[src/include/uart_rx_macros.svh]
`ifndef UART_RX_MACROS_SVH
`define UART_RX_MACROS_SVH

////////////////////////////////////////////////////////////////////////////
// Frame and timing
////////////////////////////////////////////////////////////////////////////

// Data bits per frame, no parity
`define UART_DATA_BITS 8

// CLK cycles in one bit time
// Kept short so that a frame takes few cycles
`define UART_CLKS_PER_BIT 16

// Bit times of steady high line before the receiver arms
`define UART_GUARD_BITS 10

////////////////////////////////////////////////////////////////////////////
// Receive FIFO and register map
////////////////////////////////////////////////////////////////////////////

// Default FIFO address width, 16 entries
`define UART_FIFO_AW 4

// Byte offsets on the 4-bit AXI4-Lite address
`define UART_REG_DATA 4'h0
`define UART_REG_STATUS 4'h4
`define UART_REG_CTRL 4'h8

`endif

[src/hdl/uart_line_pkg.sv]
`default_nettype none

`include "uart_rx_macros.svh"

package uart_line_pkg;

	// Bit receiver states
	typedef enum logic [1:0] {
		// Sticky framing error left only by a clear
		RX_ERROR = 2'b00,
		// Line guard waits for a quiet high line
		RX_INIT  = 2'b01,
		// Armed and looking for a start bit
		RX_IDLE  = 2'b10,
		// Start, data and stop bit sampling
		RX_READ  = 2'b11
	} rx_state_t;

	// One received data byte
	typedef logic [`UART_DATA_BITS-1:0] rx_byte_t;

endpackage

`default_nettype wire

[src/hdl/uart_regs_pkg.sv]
`default_nettype none

package uart_regs_pkg;

	// Result of the register address decode
	typedef enum logic [1:0] {
		// Receive data, pops the FIFO on read
		REG_DATA   = 2'b00,
		// Flags, read only
		REG_STATUS = 2'b01,
		// Error and overrun clear, write only
		REG_CTRL   = 2'b10,
		// Outside the map
		REG_NONE   = 2'b11
	} reg_sel_t;

	// AXI4-Lite response codes in use
	// EXOKAY and DECERR are never returned by this slave
	typedef enum logic [1:0] {
		RESP_OKAY   = 2'b00,
		RESP_SLVERR = 2'b10
	} axi_resp_t;

endpackage

`default_nettype wire

[src/hdl/uart_axil_regs.sv]
`timescale 1ns/1ps
`default_nettype none

`include "uart_rx_macros.svh"

module uart_axil_regs
	import uart_line_pkg::*;
	import uart_regs_pkg::*;
(
	input  wire         CLK,
	input  wire         reset,
	input  wire  [3:0]  axil_awaddr,
	input  wire         axil_awvalid,
	output logic        axil_awready,
	input  wire  [31:0] axil_wdata,
	input  wire         axil_wvalid,
	output logic        axil_wready,
	output logic [1:0]  axil_bresp,
	output logic        axil_bvalid,
	input  wire         axil_bready,
	input  wire  [3:0]  axil_araddr,
	input  wire         axil_arvalid,
	output logic        axil_arready,
	output logic [31:0] axil_rdata,
	output logic [1:0]  axil_rresp,
	output logic        axil_rvalid,
	input  wire         axil_rready,
	input  rx_byte_t    head,
	input  wire         empty,
	input  wire         full,
	input  wire         overrun,
	input  wire         frame_error,
	output logic        pop,
	output logic        clear
);

	function automatic reg_sel_t decode_addr(input logic [3:0] addr);
		case (addr)
			`UART_REG_DATA:   return REG_DATA;
			`UART_REG_STATUS: return REG_STATUS;
			`UART_REG_CTRL:   return REG_CTRL;
			default:          return REG_NONE;
		endcase
	endfunction

	logic        wr_ready;
	logic        wr_fire;
	logic        rd_fire;
	reg_sel_t    wr_sel;
	reg_sel_t    rd_sel;
	axi_resp_t   bresp_q;
	axi_resp_t   rresp_q;
	logic [31:0] rd_word;

	assign wr_sel = decode_addr(axil_awaddr);
	assign rd_sel = decode_addr(axil_araddr);

	////////////////////////////////////////////////////////////////////////////
	// Write channel
	////////////////////////////////////////////////////////////////////////////

	// Address and data accepted together
	assign axil_awready = wr_ready;
	assign axil_wready  = wr_ready;
	assign wr_fire      = wr_ready && axil_awvalid && axil_wvalid;

	always_ff @(posedge CLK) begin
		if (reset) begin
			wr_ready    <= 1'b0;
			axil_bvalid <= 1'b0;
			clear       <= 1'b0;
		end else begin
			// One-cycle ready, blocked while a response waits
			wr_ready <= axil_awvalid && axil_wvalid && !axil_bvalid && !wr_ready;
			// Clear strobe lines up with bvalid rising
			clear    <= wr_fire && (wr_sel == REG_CTRL) && axil_wdata[0];
			if (wr_fire) begin
				axil_bvalid <= 1'b1;
			end else if (axil_bready) begin
				axil_bvalid <= 1'b0;
			end
		end
	end

	// DATA and STATUS writes are dropped but still OKAY
	always_ff @(posedge CLK) begin
		if (wr_fire) begin
			bresp_q <= (wr_sel == REG_NONE) ? RESP_SLVERR : RESP_OKAY;
		end
	end

	assign axil_bresp = bresp_q;

	////////////////////////////////////////////////////////////////////////////
	// Read channel
	////////////////////////////////////////////////////////////////////////////

	assign rd_fire = axil_arready && axil_arvalid;

	// Pop on accept, never on an empty FIFO
	assign pop = rd_fire && (rd_sel == REG_DATA) && !empty;

	// Read mux, empty DATA reads as zero
	always_comb begin
		rd_word = '0;
		unique case (rd_sel)
			REG_DATA: begin
				if (!empty) begin
					rd_word = {{(32 - `UART_DATA_BITS){1'b0}}, head};
				end
			end
			REG_STATUS: rd_word = {28'b0, overrun, frame_error, full, empty};
			REG_CTRL:   rd_word = '0;
			REG_NONE:   rd_word = '0;
		endcase
	end

	always_ff @(posedge CLK) begin
		if (reset) begin
			axil_arready <= 1'b0;
			axil_rvalid  <= 1'b0;
		end else begin
			axil_arready <= axil_arvalid && !axil_rvalid && !axil_arready;
			if (rd_fire) begin
				axil_rvalid <= 1'b1;
			end else if (axil_rready) begin
				axil_rvalid <= 1'b0;
			end
		end
	end

	// Payload latched on accept, held under back-pressure
	always_ff @(posedge CLK) begin
		if (rd_fire) begin
			axil_rdata <= rd_word;
			rresp_q    <= (rd_sel == REG_NONE) ? RESP_SLVERR : RESP_OKAY;
		end
	end

	assign axil_rresp = rresp_q;

	rdata_hold: assert property (
		@(posedge CLK) disable iff (reset)
		axil_rvalid && !axil_rready |=> axil_rvalid && $stable(axil_rdata)
	);

	bvalid_hold: assert property (
		@(posedge CLK) disable iff (reset)
		axil_bvalid && !axil_bready |=> axil_bvalid && $stable(axil_bresp)
	);

endmodule

`default_nettype wire

[src/hdl/uart_bit_receiver.sv]
`timescale 1ns/1ps
`default_nettype none

`include "uart_rx_macros.svh"

module uart_bit_receiver
	import uart_line_pkg::*;
(
	input  wire       CLK,
	input  wire       reset,
	input  wire       serial_in,
	input  wire       clear,
	output rx_byte_t  rx_data,
	output logic      rx_push,
	output logic      frame_error
);

	////////////////////////////////////////////////////////////////////////////
	// Constants
	////////////////////////////////////////////////////////////////////////////

	localparam int CLKS = `UART_CLKS_PER_BIT;
	localparam int PW   = $clog2(CLKS);
	localparam int GW   = $clog2(`UART_GUARD_BITS + 1);
	localparam int BW   = $clog2(`UART_DATA_BITS + 2);

	// Prescaler value that raises the bit tick
	localparam logic [PW-1:0] TICK_LAST  = PW'(CLKS - 1);
	// Load on the start edge, so the first tick lands mid-bit
	localparam logic [PW-1:0] HALF_LOAD  = PW'(CLKS / 2 - 1);
	localparam logic [GW-1:0] GUARD_LAST = GW'(`UART_GUARD_BITS - 1);
	// Bit index 0 is the start bit, the stop bit follows the data
	localparam logic [BW-1:0] STOP_IDX   = BW'(`UART_DATA_BITS + 1);

	////////////////////////////////////////////////////////////////////////////
	// Signals
	////////////////////////////////////////////////////////////////////////////

	rx_state_t        state;
	logic [1:0]       sync_q;
	logic             line_s;
	logic [PW-1:0]    prescale;
	logic             tick;
	logic [GW-1:0]    guard_cnt;
	logic [BW-1:0]    bit_cnt;
	rx_byte_t         data_sr;

	// Two-flop synchronizer, idles high like the line
	always_ff @(posedge CLK) begin
		if (reset) begin
			sync_q <= 2'b11;
		end else begin
			sync_q <= {sync_q[0], serial_in};
		end
	end

	assign line_s = sync_q[1];
	assign tick   = (prescale == TICK_LAST);

	////////////////////////////////////////////////////////////////////////////
	// Receive FSM with prescaler, guard count and bit index
	////////////////////////////////////////////////////////////////////////////

	always_ff @(posedge CLK) begin
		if (reset) begin
			state     <= RX_INIT;
			prescale  <= '0;
			guard_cnt <= '0;
			bit_cnt   <= '0;
			rx_push   <= 1'b0;
		end else begin
			// Free running bit-time prescaler, overridden below
			prescale <= tick ? '0 : prescale + 1'b1;
			rx_push  <= 1'b0;
			if (clear) begin
				// Software clear restarts the line guard from any state
				state     <= RX_INIT;
				prescale  <= '0;
				guard_cnt <= '0;
				bit_cnt   <= '0;
			end else begin
				unique case (state)
					RX_ERROR: begin
						state <= RX_ERROR;
					end
					RX_INIT: begin
						if (!line_s) begin
							// Any low restarts the quiet-line count
							guard_cnt <= '0;
							prescale  <= '0;
						end else if (tick) begin
							if (guard_cnt == GUARD_LAST) begin
								guard_cnt <= '0;
								state     <= RX_IDLE;
							end else begin
								guard_cnt <= guard_cnt + 1'b1;
							end
						end
					end
					RX_IDLE: begin
						// Falling edge of the start bit
						if (!line_s) begin
							prescale <= HALF_LOAD;
							bit_cnt  <= '0;
							state    <= RX_READ;
						end
					end
					RX_READ: begin
						if (tick) begin
							if (bit_cnt == '0) begin
								// Start bit gone high by mid-bit, a glitch
								if (line_s) begin
									state <= RX_IDLE;
								end else begin
									bit_cnt <= bit_cnt + 1'b1;
								end
							end else if (bit_cnt == STOP_IDX) begin
								bit_cnt <= '0;
								if (line_s) begin
									rx_push <= 1'b1;
									state   <= RX_IDLE;
								end else begin
									state <= RX_ERROR;
								end
							end else begin
								bit_cnt <= bit_cnt + 1'b1;
							end
						end
					end
				endcase
			end
		end
	end

	// Data bits arrive LSB first, shifted in from the top
	always_ff @(posedge CLK) begin
		if (state == RX_READ && tick && bit_cnt != '0 && bit_cnt != STOP_IDX) begin
			data_sr <= {line_s, data_sr[`UART_DATA_BITS-1:1]};
		end
	end

	assign rx_data     = data_sr;
	assign frame_error = (state == RX_ERROR);

	// A byte is only pushed on the way out of a frame
	push_from_read: assert property (
		@(posedge CLK) disable iff (reset)
		rx_push |-> $past(state) == RX_READ
	);

endmodule

`default_nettype wire

[src/hdl/uart_rx_fifo.sv]
`timescale 1ns/1ps
`default_nettype none

`include "uart_rx_macros.svh"

module uart_rx_fifo
	import uart_line_pkg::*;
#(
	parameter int AW = `UART_FIFO_AW
) (
	input  wire       CLK,
	input  wire       reset,
	input  wire       push,
	input  rx_byte_t  data_in,
	input  wire       pop,
	input  wire       clear,
	output rx_byte_t  head,
	output logic      empty,
	output logic      full,
	output logic      overrun
);

	localparam int DEPTH = 1 << AW;
	localparam logic [AW:0] FULL_COUNT = (AW + 1)'(DEPTH);

	rx_byte_t      mem [DEPTH];
	logic [AW-1:0] wr_ptr;
	logic [AW-1:0] rd_ptr;
	logic [AW:0]   count;
	logic          do_push;
	logic          do_pop;

	// Writes into a full buffer are dropped
	assign do_push = push && !full;
	assign do_pop  = pop && !empty;

	assign empty = (count == '0);
	assign full  = (count == FULL_COUNT);

	// Show-ahead head, valid whenever not empty
	assign head = mem[rd_ptr];

	////////////////////////////////////////////////////////////////////////////
	// Storage
	////////////////////////////////////////////////////////////////////////////

	always_ff @(posedge CLK) begin
		if (do_push) begin
			mem[wr_ptr] <= data_in;
		end
	end

	////////////////////////////////////////////////////////////////////////////
	// Pointers, count and overrun
	////////////////////////////////////////////////////////////////////////////

	always_ff @(posedge CLK) begin
		if (reset) begin
			wr_ptr  <= '0;
			rd_ptr  <= '0;
			count   <= '0;
			overrun <= 1'b0;
		end else begin
			if (do_push) begin
				wr_ptr <= wr_ptr + 1'b1;
			end
			if (do_pop) begin
				rd_ptr <= rd_ptr + 1'b1;
			end
			unique case ({do_push, do_pop})
				2'b10:   count <= count + 1'b1;
				2'b01:   count <= count - 1'b1;
				default: count <= count;
			endcase
			// A fresh drop outranks a clear in the same cycle
			if (push && full) begin
				overrun <= 1'b1;
			end else if (clear) begin
				overrun <= 1'b0;
			end
		end
	end

	// Decoder must only pop a non-empty FIFO
	no_pop_empty: assert property (
		@(posedge CLK) disable iff (reset)
		pop |-> !empty
	);

	count_bound: assert property (
		@(posedge CLK) disable iff (reset)
		count <= FULL_COUNT
	);

endmodule

`default_nettype wire

[src/hdl/uart_rx_top.sv]
`timescale 1ns/1ps
`default_nettype none

`include "uart_rx_macros.svh"

module uart_rx_top
	import uart_line_pkg::*;
(
	input  wire         CLK,
	input  wire         reset,
	input  wire         serial_in,
	input  wire  [3:0]  axil_awaddr,
	input  wire         axil_awvalid,
	output logic        axil_awready,
	input  wire  [31:0] axil_wdata,
	input  wire         axil_wvalid,
	output logic        axil_wready,
	output logic [1:0]  axil_bresp,
	output logic        axil_bvalid,
	input  wire         axil_bready,
	input  wire  [3:0]  axil_araddr,
	input  wire         axil_arvalid,
	output logic        axil_arready,
	output logic [31:0] axil_rdata,
	output logic [1:0]  axil_rresp,
	output logic        axil_rvalid,
	input  wire         axil_rready
);

	// Receiver to FIFO
	rx_byte_t rx_data;
	logic     rx_push;
	// FIFO to decoder
	rx_byte_t head;
	logic     empty;
	logic     full;
	logic     overrun;
	// Decoder strobes and receiver status
	logic     pop;
	logic     clear;
	logic     frame_error;

	////////////////////////////////////////////////////////////////////////////
	// Execute, result, decode
	////////////////////////////////////////////////////////////////////////////

	uart_bit_receiver uart_bit_receiver_i (
		.CLK         (CLK),
		.reset       (reset),
		.serial_in   (serial_in),
		.clear       (clear),
		.rx_data     (rx_data),
		.rx_push     (rx_push),
		.frame_error (frame_error)
	);

	uart_rx_fifo #(
		.AW (`UART_FIFO_AW)
	) uart_rx_fifo_i (
		.CLK     (CLK),
		.reset   (reset),
		.push    (rx_push),
		.data_in (rx_data),
		.pop     (pop),
		.clear   (clear),
		.head    (head),
		.empty   (empty),
		.full    (full),
		.overrun (overrun)
	);

	uart_axil_regs uart_axil_regs_i (
		.CLK          (CLK),
		.reset        (reset),
		.axil_awaddr  (axil_awaddr),
		.axil_awvalid (axil_awvalid),
		.axil_awready (axil_awready),
		.axil_wdata   (axil_wdata),
		.axil_wvalid  (axil_wvalid),
		.axil_wready  (axil_wready),
		.axil_bresp   (axil_bresp),
		.axil_bvalid  (axil_bvalid),
		.axil_bready  (axil_bready),
		.axil_araddr  (axil_araddr),
		.axil_arvalid (axil_arvalid),
		.axil_arready (axil_arready),
		.axil_rdata   (axil_rdata),
		.axil_rresp   (axil_rresp),
		.axil_rvalid  (axil_rvalid),
		.axil_rready  (axil_rready),
		.head         (head),
		.empty        (empty),
		.full         (full),
		.overrun      (overrun),
		.frame_error  (frame_error),
		.pop          (pop),
		.clear        (clear)
	);

endmodule

`default_nettype wire

[config.mk]
export PLATFORM = sky130hd
export DESIGN_NAME = uart_rx_top
export DESIGN_NICKNAME = d
export VERILOG_FILES = /design/src/hdl/uart_line_pkg.sv /design/src/hdl/uart_regs_pkg.sv /design/src/hdl/uart_axil_regs.sv /design/src/hdl/uart_bit_receiver.sv /design/src/hdl/uart_rx_fifo.sv /design/src/hdl/uart_rx_top.sv
export VERILOG_INCLUDE_DIRS = /design/src /design/src/include
export SDC_FILE = /design/constraint.sdc
export NUM_CORES = 1
export LEC_CHECK = 0
export BUFFER_PORTS_ARGS = -buffer_cell sky130_fd_sc_hd__buf_4
export CAP_MARGIN = 10
export CORE_AREA = 3 3 116 118
export DETAILED_ROUTE_END_ITERATION = 10
export DIE_AREA = 0 0 119 121
export PLACE_DENSITY = 0.88
export REMOVE_ABC_BUFFERS = 1
export SLEW_MARGIN = 20
export SYNTH_ARGS = -nofsm -noshare
export SYNTH_HDL_FRONTEND = slang
export SYNTH_HIERARCHICAL = 1
export SYNTH_SLANG_ARGS = --single-unit
export TNS_END_PERCENT = 20
[constraint.sdc]
create_clock -name CLK -period 6.5 [get_ports CLK]
set_clock_uncertainty 0.2 [all_clocks]
set_input_delay 0 -clock CLK [delete_from_list [all_inputs] [get_ports CLK]]
set_output_delay 0 -clock CLK [all_outputs]
set_load 0.01 [all_outputs]
Word level (Yosys, flattened, before mapping). Memories as Yosys holds them, arrays and structs flattened. A register that Yosys moved wholly into a read port is not among the register bits. Cells that the tools add are included. Widths: inputs -> output; s select.

Mux-type cells: 41. Bitwise logic cells: 3. Reduce and logical (&&, ||, !) cells: 42. Eq/ne operators: 28. Add/sub/neg operators: 7.

Operator list (count): $pmux 32 s3 (1); $mux 4 (13); $mux 2 (11); $add 4x1->4 const B (5); $eq 4x4->1 const B (5); $logic_and 1x1->1 (18); $pmux 4 s2 (2); $eq 2x2->1 const B (7); $logic_not 4->1 (3); $pmux 2 s3 (2); $pmux 5 s2 (1); $reduce_bool 2->1 (5); $mux 1 (9); $eq 4x3->1 const B (2); $mux 8 (1); $ne 2x1->1 const B (4); $pmux 2 s4 (1); $reduce_and 7->1 (1); $eq 2x1->1 const B (3); $logic_not 1->1 (6); $reduce_or 6->1 (1); $add 5x1->5 const B (1); $eq 5x5->1 const B (1); $logic_not 5->1 (1); other kinds (12) (17).

Logic and storage cells: 141. Bits of input ports: 48. Flip-flop bits (word level): 80. RAM bits: 128. Memories kept: 1.

Memory list: uart_rx_fifo_i.mem (words 16, width 8, read ports 1, clocked after memory_dff 1, write ports 1, line uart_rx_fifo.sv:26) `rx_byte_t mem [DEPTH];`.

Longest topological paths before layout. Gate-level depths: netlist (run 1).

Depth after elaboration: 8. Depth in mapped cells: 14. Mapped depth without buffers: 12.

By module. The synthesis (run 1) kept the hierarchy.

By module, submodules not included: uart_rx_fifo (cells each 303, times used 1, area an instance 5781.8 µm², seq. area each 4204.0 µm²); uart_bit_receiver (cells each 121, times used 1, area an instance 1238.7 µm², seq. area each 580.6 µm²); uart_axil_regs (cells each 79, times used 1, area an instance 833.3 µm², seq. area each 400.4 µm²).

Worst setup path before layout (run 1). No wires, ideal clock.

Path kind: register -> register. From: register uart_rx_fifo_i.count[1]. To: register uart_rx_fifo_i.count[4]. Stages on the path, launching flop included: 14. Arrival: 2.799 ns. Period minus slack after synthesis: 3.122 ns. Buffers on the path: 2. Library setup time: 0.123 ns. Data required time: 6.177 ns. Slack: 3.378 ns. Cells stage by stage: dfxtp_1 > buf_6 > or4_4 > nor2_1 > nor4_1 > o21a_1 > buf_6 > ha_1 > xor2_1 > ha_1 > nor4_1 > a2bb2oi_1 > o22ai_1 > mux2_1.

Cells in the longest elaborated chain, start to end: 6.

RTL lines: from (decl) (line uart_rx_fifo.sv:29) `logic [AW:0] count;`; from (signal assigned) (line uart_rx_fifo.sv:71) `2'b10: count <= count + 1'b1;`; from (signal assigned) (line uart_rx_fifo.sv:72) `2'b01: count <= count - 1'b1;`; from (signal assigned) (line uart_rx_fifo.sv:73) `default: count <= count;`; $logic_not 5->1 (*) (line uart_rx_fifo.sv:37) `assign empty = (count == '0);`; named net empty (line uart_rx_top.sv:35) `logic empty;`; $logic_not 1->1 (*) (line uart_axil_regs.sv:101) `assign pop = rd_fire && (rd_sel == REG_DATA) && !empty;`; $logic_and 1x1->1 (*) (line uart_axil_regs.sv:101); named net pop (line uart_rx_top.sv:39) `logic pop;`; $logic_and 1x1->1 (*) (line uart_rx_fifo.sv:35) `assign do_pop = pop && !empty;`; named net uart_rx_fifo_i.do_pop (line uart_rx_fifo.sv:31) `logic do_pop;`; $eq 2x1->1 or $eq 2x2->1 (tied branches) (line uart_rx_fifo.sv:70) `unique case ({do_push, do_pop})`; $pmux 5 s2 or $reduce_bool 2->1 (tied branches).

Mark *: on every way through the listed nets, which the timed path passes. The rest lies on a longest branch. A chain may end at the register's enable or synchronous reset.

Worst setup path in the final report (run 1).
From: register uart_rx_fifo_i.count[1]. To: register uart_rx_fifo_i.count[4].

Cells in the longest elaborated chain, start to end: 6.

RTL lines (line): $logic_not 5->1 (*) (uart_rx_fifo.sv:37); named net empty (uart_rx_top.sv:35); $logic_not 1->1 (*) (uart_axil_regs.sv:101); $logic_and 1x1->1 (*) (uart_axil_regs.sv:101); named net pop (uart_rx_top.sv:39); $logic_and 1x1->1 (*) (uart_rx_fifo.sv:35); $eq 2x1->1 or $eq 2x2->1 (tied branches) (uart_rx_fifo.sv:70); $pmux 5 s2 or $reduce_bool 2->1 (tied branches).

Marked as above.

==> impl_metrics.tcl, run 1 <==
set metrics [dict create \
    num-fill-cells 702 \
    maxCapViolCount 0 \
    r2r_start "uart_rx_fifo_i/count[1]" \
    die_y_um 121 \
    gp_congestion 0.845 \
    critical_path_arrival_ns 3.76 \
    viasPerCell 6.41 \
    dieArea_mm2 0.0144 \
    cp_max_fo 9 \
    synthSimpleGateAreaFrac_pct 8.97 \
    drive_gt1_share_pct 20.8 \
    ys_types 58 \
    clockBufferDepth 2 \
    cts_resized 0 \
    seq_power_share_pct 53.0 \
    rsz0062_at_grt "no" \
    io_buffers 31 \
    dpl.hpwl_um 10000 \
    clockPowerShare_pct 40.2 \
    status "complete, no violations" \
    holdWs_ns 0.244 \
    p_switching_w 0.000546 \
    finalHoldViolCount 0 \
    ys_seq_elements 186 \
    core.rowCount 41 \
    dr.first_iter.drc_count 596 \
    cts_max_level 4 \
    synth-xor-area-share_pct 1.56 \
    place_area_mm2 0.00813 \
    nets 621 \
    synth-async-reset-ratio_pct 0 \
    insertion_delay_ns 0.43 \
    grt_max_degree 33 \
    p_comb_share_pct 6.8 \
    numCtsBuffers 17 \
    crit_type "flop to flop" \
    route.antenna.remaining_nets 0 \
    worstHoldStart "axil_wdata[0]" \
    start_util_pct 62.5 \
    p_leak_nw 3.04 \
    relSlewSlack_pct 39.2 \
    grt_pass1_vias 4837 \
    wl_um 17700 \
    ir_drop_mv 0.209 \
    syn-cell-area_mm2 0.00785 \
    yosysSeqAreaShare_pct 66.0 \
    antenna_found_initial 0 \
    grt_pass1_wl_um 27700 \
    grt_use_total_pct 25.7 \
    drc_errors 0 \
    period_needed_ns 3.65 \
    area_growth_pct 13.7 \
    final_area_mm2 0.00893 \
    worstHoldEndpoint "uart_axil_regs_i/clear" \
    worstMarginPinSlew_ns 0.909 \
    clkTransAtPathRegs_ns 0.08 \
    synth_mux_area_share_pct 12.1 \
    r2r_cells 11 \
    yosys.area.top_type "edfxtp_1" \
    overflow 0 \
    synth_compound_area_share_pct 4.27 \
    routedWlPerCell_um 23.8 \
    power.density_mw_per_mm2 275 \
    place_inst 688 \
    power.internal_w 0.00191 \
    synth_edf_count 146 \
    synth_fa_ha_area_share_pct 2.39 \
    hold_path.class "input pin to flop" \
    min_delay_path_depth 4 \
    ys.flop_type "edfxtp_1" \
    cts_tree "yes" \
    cp-start-kind "flop" \
    layout.cells.non_filler 743 \
    synth_cells 503 \
    required_ns 6.61 \
    synth_top_family_by_area "multiplexers" \
    io_pins 89 \
    setup-violations-final 0 \
    reg2reg_to "uart_rx_fifo_i/count[4]" \
    end_kind "flop" \
    fp.dieW_um 119 \
    slew_violations 0 \
    root_buffer "clkbuf_16" \
    synthDominantCellAreaShare_pct 55.8 \
    period_share_pct 56.2 \
    antennaDiodeCount 0 \
    fin_setup_tns_ns 0 \
    r2r_setup_slack_ns 2.85 \
    fmax_ghz 0.274 \
    dr.pass1.iters 5 \
    yosys_warnings 6 \
    via_count 4762 \
    synth_area_leaders "edfxtp_1 56%, mux4_2 11%, dfxtp_1 10%" \
    syn_area_per_cell_um2 15.6 \
    clock-sinks 186 \
    swShare_pct 22.2 \
    core_area_mm2 0.0126 \
]
-- placed cells by master (no fill, tap or decap), drive strengths merged, types with 5 or more instances in the layout --
cell type and n:
nor2b 5, nand2b 5, buf 36, xnor2 6, conb 26, clkbuf 23
dlygate4sd3 23, nor2 42, dfxtp 40, a21oi 16, edfxtp 146, nand2 19
nor4 6, xor2 8, o211ai 5, o21ai 5, ha 15, and3 10
nor3 11, nand3 7, clkinv 6, mux4 40, inv 16
-- final cells by class --
class,count,area [um^2],area share (%)
multi-input cells,280,2400,26.9
clock buffers,23,512,5.73
well taps,172,215,2.41
clock inverters,9,58.8,0.659
repair buffers,59,500,5.61
inverters,14,52.6,0.589
flip-flops and latches,186,5190,58.1
-- synthesized netlist by cell type (4+ instances only) --
library cell	number
xnor2_1	6
nand3_1	7
o211ai_1	5
edfxtp_1	146
dfxtp_1	40
o21a_1	4
nor4_1	6
nor2b_1	5
a21oi_1	16
ha_1	15
buf_4	27
clkbuf_1	12
nor3_1	11
o21ai_0	5
and3_1	9
nor2_1	42
buf_2	4
xor2_1	8
inv_1	14
nand2_1	19
nand2b_1	5
mux4_2	40
-- cells by family (layout without fill, tap and decap cells) --
family          after synthesis  after routing
flops                       186            186
other cells                   1             26
buf+inv                      62            105
xor+xnor                     14             14
mux                          45             45
fa+ha+maj                    15             15
compound gates               50             50
simple gates                130            130
-- what timing repair did --
item	in CTS	in global routing
hold buffers	23	0
buffers inserted	0	0
endpoints found under the hold margin	36	0
-- worst max-delay path by stage --
stage	start	end	slack [ns]	depth (start not counted)
after global placement	uart_rx_fifo_i/count[1]	uart_rx_fifo_i/count[4]	3.15	11
after floorplan	flop	uart_axil_regs_i/axil_rdata[1]	3.27	4
final	uart_rx_fifo_i/count[1]	uart_rx_fifo_i/count[4]	2.85	11
after global routing	uart_rx_fifo_i/count[1]	uart_rx_fifo_i/count[4]	2.61	11
after detailed placement	uart_rx_fifo_i/count[1]	uart_rx_fifo_i/count[4]	2.97	11
after CTS	uart_rx_fifo_i/count[1]	uart_rx_fifo_i/count[4]	2.95	11
-- worst max-delay path: stages, from the launching register on --
cell and delay [ns]:
dfxtp_1 0.42, or4_4 0.58, nor2_1 0.39, nor4_1 0.18, o21a_1 0.24, ha_1 0.29, xor2_1 0.17, ha_1 0.25
nor4_1 0.19, a2bb2oi_1 0.11, o22ai_1 0.18, mux2_1 0.34
-- routing by layer --
| layer | share of wire, % | routed length (um) | vias to the layer above | track usage [%] |
|---|---|---|---|---|
| met2 | 51 | 9060 | 356 | 43.8 |
| met3 | 8.4 | 1480 | 69 | 6.67 |
| met5 | 0 | 0 | - | 0 |
| met1 | 36 | 6430 | 2358 | 31.2 |
| li1 | - | - | 1979 | - |
| met4 | 4.0 | 708 | 0 | 11.4 |
-- power by group through the flow --
stage | Combinational (W) | Sequential [W] | Clock (W)
floorplan | 0.000101 | 0.00132 | 0
CTS | 0.000158 | 0.00130 | 0.000982
detailed placement | 0.000145 | 0.00133 | 0
finish | 0.000167 | 0.00130 | 0.000985
global placement | 0.000136 | 0.00132 | 0
global route | 0.000180 | 0.00130 | 0.00104
-- metrics by stage --
stage	setup slack (ns)	utilization, %	total power [W]
2_1_floorplan	3.27	-	0.00142
3_3_place_gp	3.15	64.7	0.00146
3_5_place_dp	2.97	64.7	0.00147
4_1_cts	2.95	71.0	0.00244
5_1_grt	2.61	71.0	0.00252
6_report	2.85	71.0	0.00245
-- registers in the layout, summed over array words and instances, names as in the netlist, 2 cells and up, named ones only --
register and flops:
uart_axil_regs_i/axil_rdata 8, uart_bit_receiver_i/bit_cnt 4, uart_bit_receiver_i/guard_cnt 4, uart_bit_receiver_i/prescale 4, uart_bit_receiver_i/rx_data 8, uart_bit_receiver_i/state 2, uart_bit_receiver_i/sync_q 2, uart_rx_fifo_i/count 5
uart_rx_fifo_i/mem 128, uart_rx_fifo_i/rd_ptr 4, uart_rx_fifo_i/wr_ptr 4
(Power assumes the default switching activity.)
==> run 2: changes to the inputs <==
--- a/config.mk
+++ b/config.mk
@@ -6,12 +6,13 @@
 export SDC_FILE = /design/constraint.sdc
 export NUM_CORES = 1
 export LEC_CHECK = 0
+export ABC_AREA = 1
 export BUFFER_PORTS_ARGS = -buffer_cell sky130_fd_sc_hd__buf_4
 export CAP_MARGIN = 10
-export CORE_AREA = 3 3 116 118
+export CORE_AREA = 3 3 122 124
 export DETAILED_ROUTE_END_ITERATION = 10
-export DIE_AREA = 0 0 119 121
-export PLACE_DENSITY = 0.88
+export DIE_AREA = 0 0 125 127
+export PLACE_DENSITY = 0.83
 export REMOVE_ABC_BUFFERS = 1
 export SLEW_MARGIN = 20
 export SYNTH_ARGS = -nofsm -noshare
==> constraint.sdc (replaced) <==
create_clock -name CLK -period 3.73 [get_ports CLK]
set_clock_uncertainty 0.2 [all_clocks]
set_input_delay 0 -clock CLK [delete_from_list [all_inputs] [get_ports CLK]]
set_output_delay 0 -clock CLK [all_outputs]
set_load 0.01 [all_outputs]
==> impl_metrics.tcl, run 2 <==
set metrics [dict create \
    status "complete, no violations" \
    grt_pass1_wl_um 27300 \
    yosysSeqAreaShare_pct 63.3 \
    cts_hold_buf 26 \
    cp-start-kind "input pin" \
    dr.pass1.iters 7 \
    drc_errors 0 \
    root_buffer "clkbuf_16" \
    slew_violations 0 \
    grt_use_total_pct 22.1 \
    maxCapViolCount 0 \
    gp_congestion 0.878 \
    core.rowCount 43 \
    crit_path_end "uart_rx_fifo_i/count[4]" \
    syn_area_per_cell_um2 11.3 \
    route.antenna.remaining_nets 0 \
    fp.dieW_um 125 \
    critical_path_arrival_ns 3.32 \
    grt_pass1_vias 5393 \
    p_switching_w 0.000800 \
    area_growth_pct 13.4 \
    ys_types 40 \
    seq_power_share_pct 54.8 \
    drive_gt1_share_pct 11.2 \
    period_needed_ns 3.18 \
    die_y_um 127 \
    reg2reg_to "uart_rx_fifo_i/count[4]" \
    overflow 0 \
    p_comb_share_pct 2.2 \
    num-fill-cells 980 \
    synthDominantCellAreaShare_pct 53.5 \
    dieArea_mm2 0.0159 \
    insertion_delay_ns 0.43 \
    routedWlPerCell_um 17.6 \
    required_ns 3.87 \
    cts_max_level 4 \
    io_buffers 31 \
    largest_reg_flops 128 \
    viasPerCell 5.63 \
    synthTopCellsByCount "146 x edfxtp_1, 88 x inv_1, 72 x nand2_1" \
    synth_edf_count 146 \
    period_share_pct 85.3 \
    yosys_warnings 6 \
    swShare_pct 19.7 \
    cp_max_fo 10 \
    start_util_pct 59.0 \
    worstMarginPinSlew_ns 0.836 \
    r2r_setup_slack_ns 0.90 \
    clockPowerShare_pct 43.0 \
    wl_um 17100 \
    synth.most_common_cell "edfxtp_1" \
    power.density_mw_per_mm2 436 \
    r2r_start "uart_rx_fifo_i/count[1]" \
    final_cell_mix "146 x edfxtp_1, 88 x inv_1, 72 x nand2_1" \
    multi_input_area_mm2 0.00243 \
    nets 842 \
    final-seq-area_mm2 0.00519 \
    regMostFlops "uart_rx_fifo_i/mem" \
    synth_area_leaders "edfxtp_1 54%, dfxtp_1 9.8%, inv_1 4.0%" \
    synth-async-reset-ratio_pct 0 \
    setup-violations-final 0 \
    clockBufferDepth 2 \
    finalHoldViolCount 0 \
    setup_slack_ns 0.549 \
    ys_seq_elements 186 \
    crit_type "input pin to flop" \
    pre_cts_ws_ns 1.02 \
    grt_max_degree 72 \
    p_leak_nw 3.47 \
    syn-cell-area_mm2 0.00819 \
    rsz0062_at_grt "no" \
    ir_drop_mv 0.352 \
    power.internal_w 0.00325 \
    dr.first_iter.drc_count 562 \
    r2r_cells 17 \
    ys.flop_type "edfxtp_1" \
    fin_setup_tns_ns 0 \
    crit_start "axil_araddr[0]" \
    antenna_found_initial 0 \
    relSlewSlack_pct 44.1 \
    numCtsBuffers 17 \
    postCtsSetupBuffers 0 \
    io_pins 89 \
    synth_cells 727 \
    cts_resized 0 \
    clkTransAtPathRegs_ns 0.07 \
    antennaDiodeCount 0 \
    dpl.hpwl_um 10800 \
    core_area_mm2 0.0139 \
    yosys.area.top_type "edfxtp_1" \
    hold_path.class "input pin to flop" \
    via_count 5468 \
    final_common_cell "edfxtp_1" \
    clock-sinks 186 \
    fmax_ghz 0.314 \
    end_kind "flop" \
    cts_tree "yes" \
]
[run 2: worst max-delay path, stage by stage]
cell and delay (ns):
dlygate4sd3_1 0.54, buf_4 0.16, nor2_8 0.06, dlygate4sd3_1 0.80, nand3b_4 0.19, nor2_1 0.15
nand2_2 0.12, inv_2 0.10, ha_1 0.30, xor2_1 0.24, ha_1 0.18, inv_1 0.05
nand2_2 0.08, nand2_2 0.06, nand3_1 0.10, nand3_1 0.08, nand2_1 0.06, inv_1 0.04
[run 2: power by group through the flow]
stage	Sequential, W	Combinational [W]	Clock [W]
final	0.00222	0.0000911	0.00174
after detailed placement	0.00226	0.0000695	0
after floorplan	0.00227	0.0000344	0
after CTS	0.00222	0.0000881	0.00176
after global routing	0.00222	0.0000989	0.00184
after global placement	0.00226	0.0000666	0
[run 2: logic make-up after synthesis]
logic type               Yosys count  share of synthesized area (%)
AND/OR/NAND/NOR                  207                           11.9
flip-flops                       186                           63.3
buffers and inverters            143                           8.14
AO/OA/AOI/OAI                    133                           9.32
multiplexers                      32                           3.91
adder cells (fa/ha/maj)           15                           2.29
XOR/XNOR                          10                           1.07
other                              1                         0.0458
[run 2: routing by layer]
| layer | GRT usage (%) | routed length (um) | vias up |
|---|---|---|---|
| li1 | - | - | 2557 |
| met2 | 37.5 | 8680 | 210 |
| met4 | 9.25 | 474 | 0 |
| met1 | 27.3 | 6880 | 2654 |
| met3 | 5.52 | 1070 | 47 |
| met5 | 0 | 0 | - |
[run 2: worst min-delay path by stage]
stage | start | to | slack [ns] | depth (start not counted)
3_5_place_dp | serial_in | uart_bit_receiver_i/sync_q[0] | -0.01 | 2
4_1_cts | axil_awaddr[3] | uart_axil_regs_i/axil_bresp[1] | 0.16 | 4
6_report | axil_awaddr[3] | uart_axil_regs_i/axil_bresp[1] | 0.19 | 4
5_1_grt | axil_awaddr[3] | uart_axil_regs_i/axil_bresp[1] | 0.19 | 4
2_1_floorplan | reset | uart_axil_regs_i/axil_bvalid | -0.13 | 1
3_3_place_gp | serial_in | uart_bit_receiver_i/sync_q[0] | -0.01 | 2
[run 2: final cells by class]
cell class	instances	share of cell area, %
clock buffers	20	4.81
multi-input cells	423	26.2
inverters	90	3.64
repair buffers	61	5.77
well taps	180	2.42
clock inverters	12	1.35
flip-flops and latches	186	55.9
[run 2: through the flow]
stage / cell area (um^2) / total power [W] / hold WS, ns / utilization, % / cells
finish: 9290 / 0.00405 / 0.190 / 66.9 / 972
detailed placement: 8460 / 0.00233 / -0.0107 / 60.9 / 914
global placement: 8460 / 0.00233 / -0.0126 / 60.9 / 914
global route: 9290 / 0.00415 / 0.192 / 66.9 / 972
floorplan: 7950 / 0.00230 / -0.131 / - / 699
CTS: 9290 / 0.00407 / 0.164 / 66.9 / 972
==> run 3: changes to the inputs <==
--- a/config.mk
+++ b/config.mk
@@ -9,10 +9,10 @@
 export ABC_AREA = 1
 export BUFFER_PORTS_ARGS = -buffer_cell sky130_fd_sc_hd__buf_4
 export CAP_MARGIN = 10
-export CORE_AREA = 3 3 122 124
+export CORE_AREA = 3 3 138 140
 export DETAILED_ROUTE_END_ITERATION = 10
-export DIE_AREA = 0 0 125 127
-export PLACE_DENSITY = 0.83
+export DIE_AREA = 0 0 141 143
+export PLACE_DENSITY = 0.68
 export REMOVE_ABC_BUFFERS = 1
 export SLEW_MARGIN = 20
 export SYNTH_ARGS = -nofsm -noshare
==> impl_metrics.tcl, run 3 (synthesis results as in run 2) <==
set metrics [dict create \
    period_share_pct 82.6 \
    dr.first_iter.drc_count 500 \
    fin_setup_tns_ns 0 \
    postCtsSetupBuffers 0 \
    grt_pass1_wl_um 26900 \
    gp_congestion 0.837 \
    dr.pass1.iters 5 \
    via_count 5350 \
    crit_type "input pin to flop" \
    period_needed_ns 3.08 \
    status "complete, no violations" \
    antennaDiodeCount 0 \
    fin_util_pct 52.1 \
    cts_resized 0 \
    final_cell_mix "146 x edfxtp_1, 88 x inv_1, 72 x nand2_1" \
    clkTransAtPathRegs_ns 0.07 \
    core_area_mm2 0.0180 \
    required_ns 3.88 \
    grt_pass1_vias 5104 \
    wl_um 16900 \
    area_growth_pct 14.2 \
    end_kind "flop" \
    antenna_found_initial 0 \
    maxCapViolCount 0 \
    dieArea_mm2 0.0202 \
    finalHoldViolCount 0 \
    fp.dieW_um 141 \
    cp_max_fo 10 \
    die_y_um 143 \
    grt_max_degree 65 \
    core.rowCount 49 \
    cts_max_level 4 \
    routedWlPerCell_um 16.5 \
    hold_path.class "input pin to flop" \
    clock-sinks 186 \
    relSlewSlack_pct 30.4 \
    cts_hold_buf 26 \
    viasPerCell 5.23 \
    clockBufferDepth 2 \
    nets 844 \
    final_common_cell "edfxtp_1" \
    drive_gt1_share_pct 11.7 \
    critical_path_arrival_ns 3.23 \
    p_leak_nw 3.50 \
    cts_tree "yes" \
    start_util_pct 45.6 \
    cp-start-kind "input pin" \
    io_pins 89 \
    grt_use_total_pct 17.4 \
    drc_errors 0 \
    fmax_ghz 0.324 \
    io_buffers 31 \
    route.antenna.remaining_nets 0 \
    dpl.hpwl_um 10900 \
    rsz0062_at_grt "no" \
    largest_reg_flops 128 \
    power.density_mw_per_mm2 433 \
    regMostFlops "uart_rx_fifo_i/mem" \
    insertion_delay_ns 0.44 \
    numCtsBuffers 17 \
    root_buffer "clkbuf_16" \
    ir_drop_mv 0.285 \
    slew_violations 0 \
    setup-violations-final 0 \
    overflow 0 \
    worstMarginPinSlew_ns 1.04 \
]
==> run 3: cell types whose count changed in the layout (fill, tap and decap cells not counted), sizes merged <==
| cell | previous run | this run |
|---|---|---|
| clkinvlp | 5 | 1 |
| clkbuf | 20 | 18 |
| inv | 90 | 101 |
| buf | 35 | 37 |
| bufinv | 2 | 0 |
| clkinv | 5 | 2 |
==> run 3: per-stage QoR <==
step / area [um^2] / worst slack, ns / power [W] / instances / hold slack (ns)
floorplan: 7950 / 0.308 / 0.00230 / 699 / -0.131
global route: 9350 / 0.334 / 0.00416 / 1023 / 0.227
detailed placement: 8520 / 1.01 / 0.00233 / 965 / -0.0117
finish: 9350 / 0.648 / 0.00405 / 1023 / 0.205
global placement: 8520 / 1.07 / 0.00233 / 965 / -0.0148
CTS: 9350 / 0.674 / 0.00408 / 1023 / 0.157
==> run 3: report_power, final <==
group	total, W	switching [W]	internal (W)
sequential	0.00222	0.00000607	0.00221
combinational	0.0000898	0.0000477	0.0000421
clock	0.00174	0.000848	0.000896
total	0.00405	0.000901	0.00315
==> run 3: layout make-up <==
class	instances	area, um^2
clock inverters	14	144
clock buffers	18	429
inverters	90	338
well taps	229	287
flip-flops and latches	186	5190
repair buffers	63	538
fillers	1520	8610
multi-input cells	423	2430
==> run 3: worst max-delay path, stage by stage <==
cell	delay [ns]
dlygate4sd3_1	0.53
buf_4	0.15
nor2_8	0.06
dlygate4sd3_1	0.79
nand3b_4	0.17
nor2_1	0.14
nand2_2	0.12
inv_2	0.10
ha_1	0.29
xor2_1	0.23
ha_1	0.18
inv_1	0.05
nand2_2	0.08
nand2_2	0.05
nand3_1	0.08
nand3_1	0.09
nand2_1	0.07
inv_1	0.03
==> run 3: per-layer routing <==
layer / track usage, % / vias up / wire length, um
li1: - / 2573 / -
met1: 23.9 / 2571 / 7680
met2: 27.1 / 181 / 7850
met3: 3.95 / 25 / 1050
met4: 6.37 / 0 / 334
met5: 0 / - / 0
==> run 3: final timing paths <==
kind | end | slack (ns) | startpoint | cells past startpoint
setup / recovery | uart_rx_fifo_i/count[4] | 0.65 | axil_araddr[0] | 18
hold / removal | uart_axil_regs_i/axil_bresp[1] | 0.20 | axil_awaddr[3] | 4
hold reg to reg | uart_bit_receiver_i/sync_q[1] | 0.21 | uart_bit_receiver_i/sync_q[0] | 1
setup reg to reg | uart_rx_fifo_i/count[4] | 0.94 | uart_rx_fifo_i/count[1] | 17
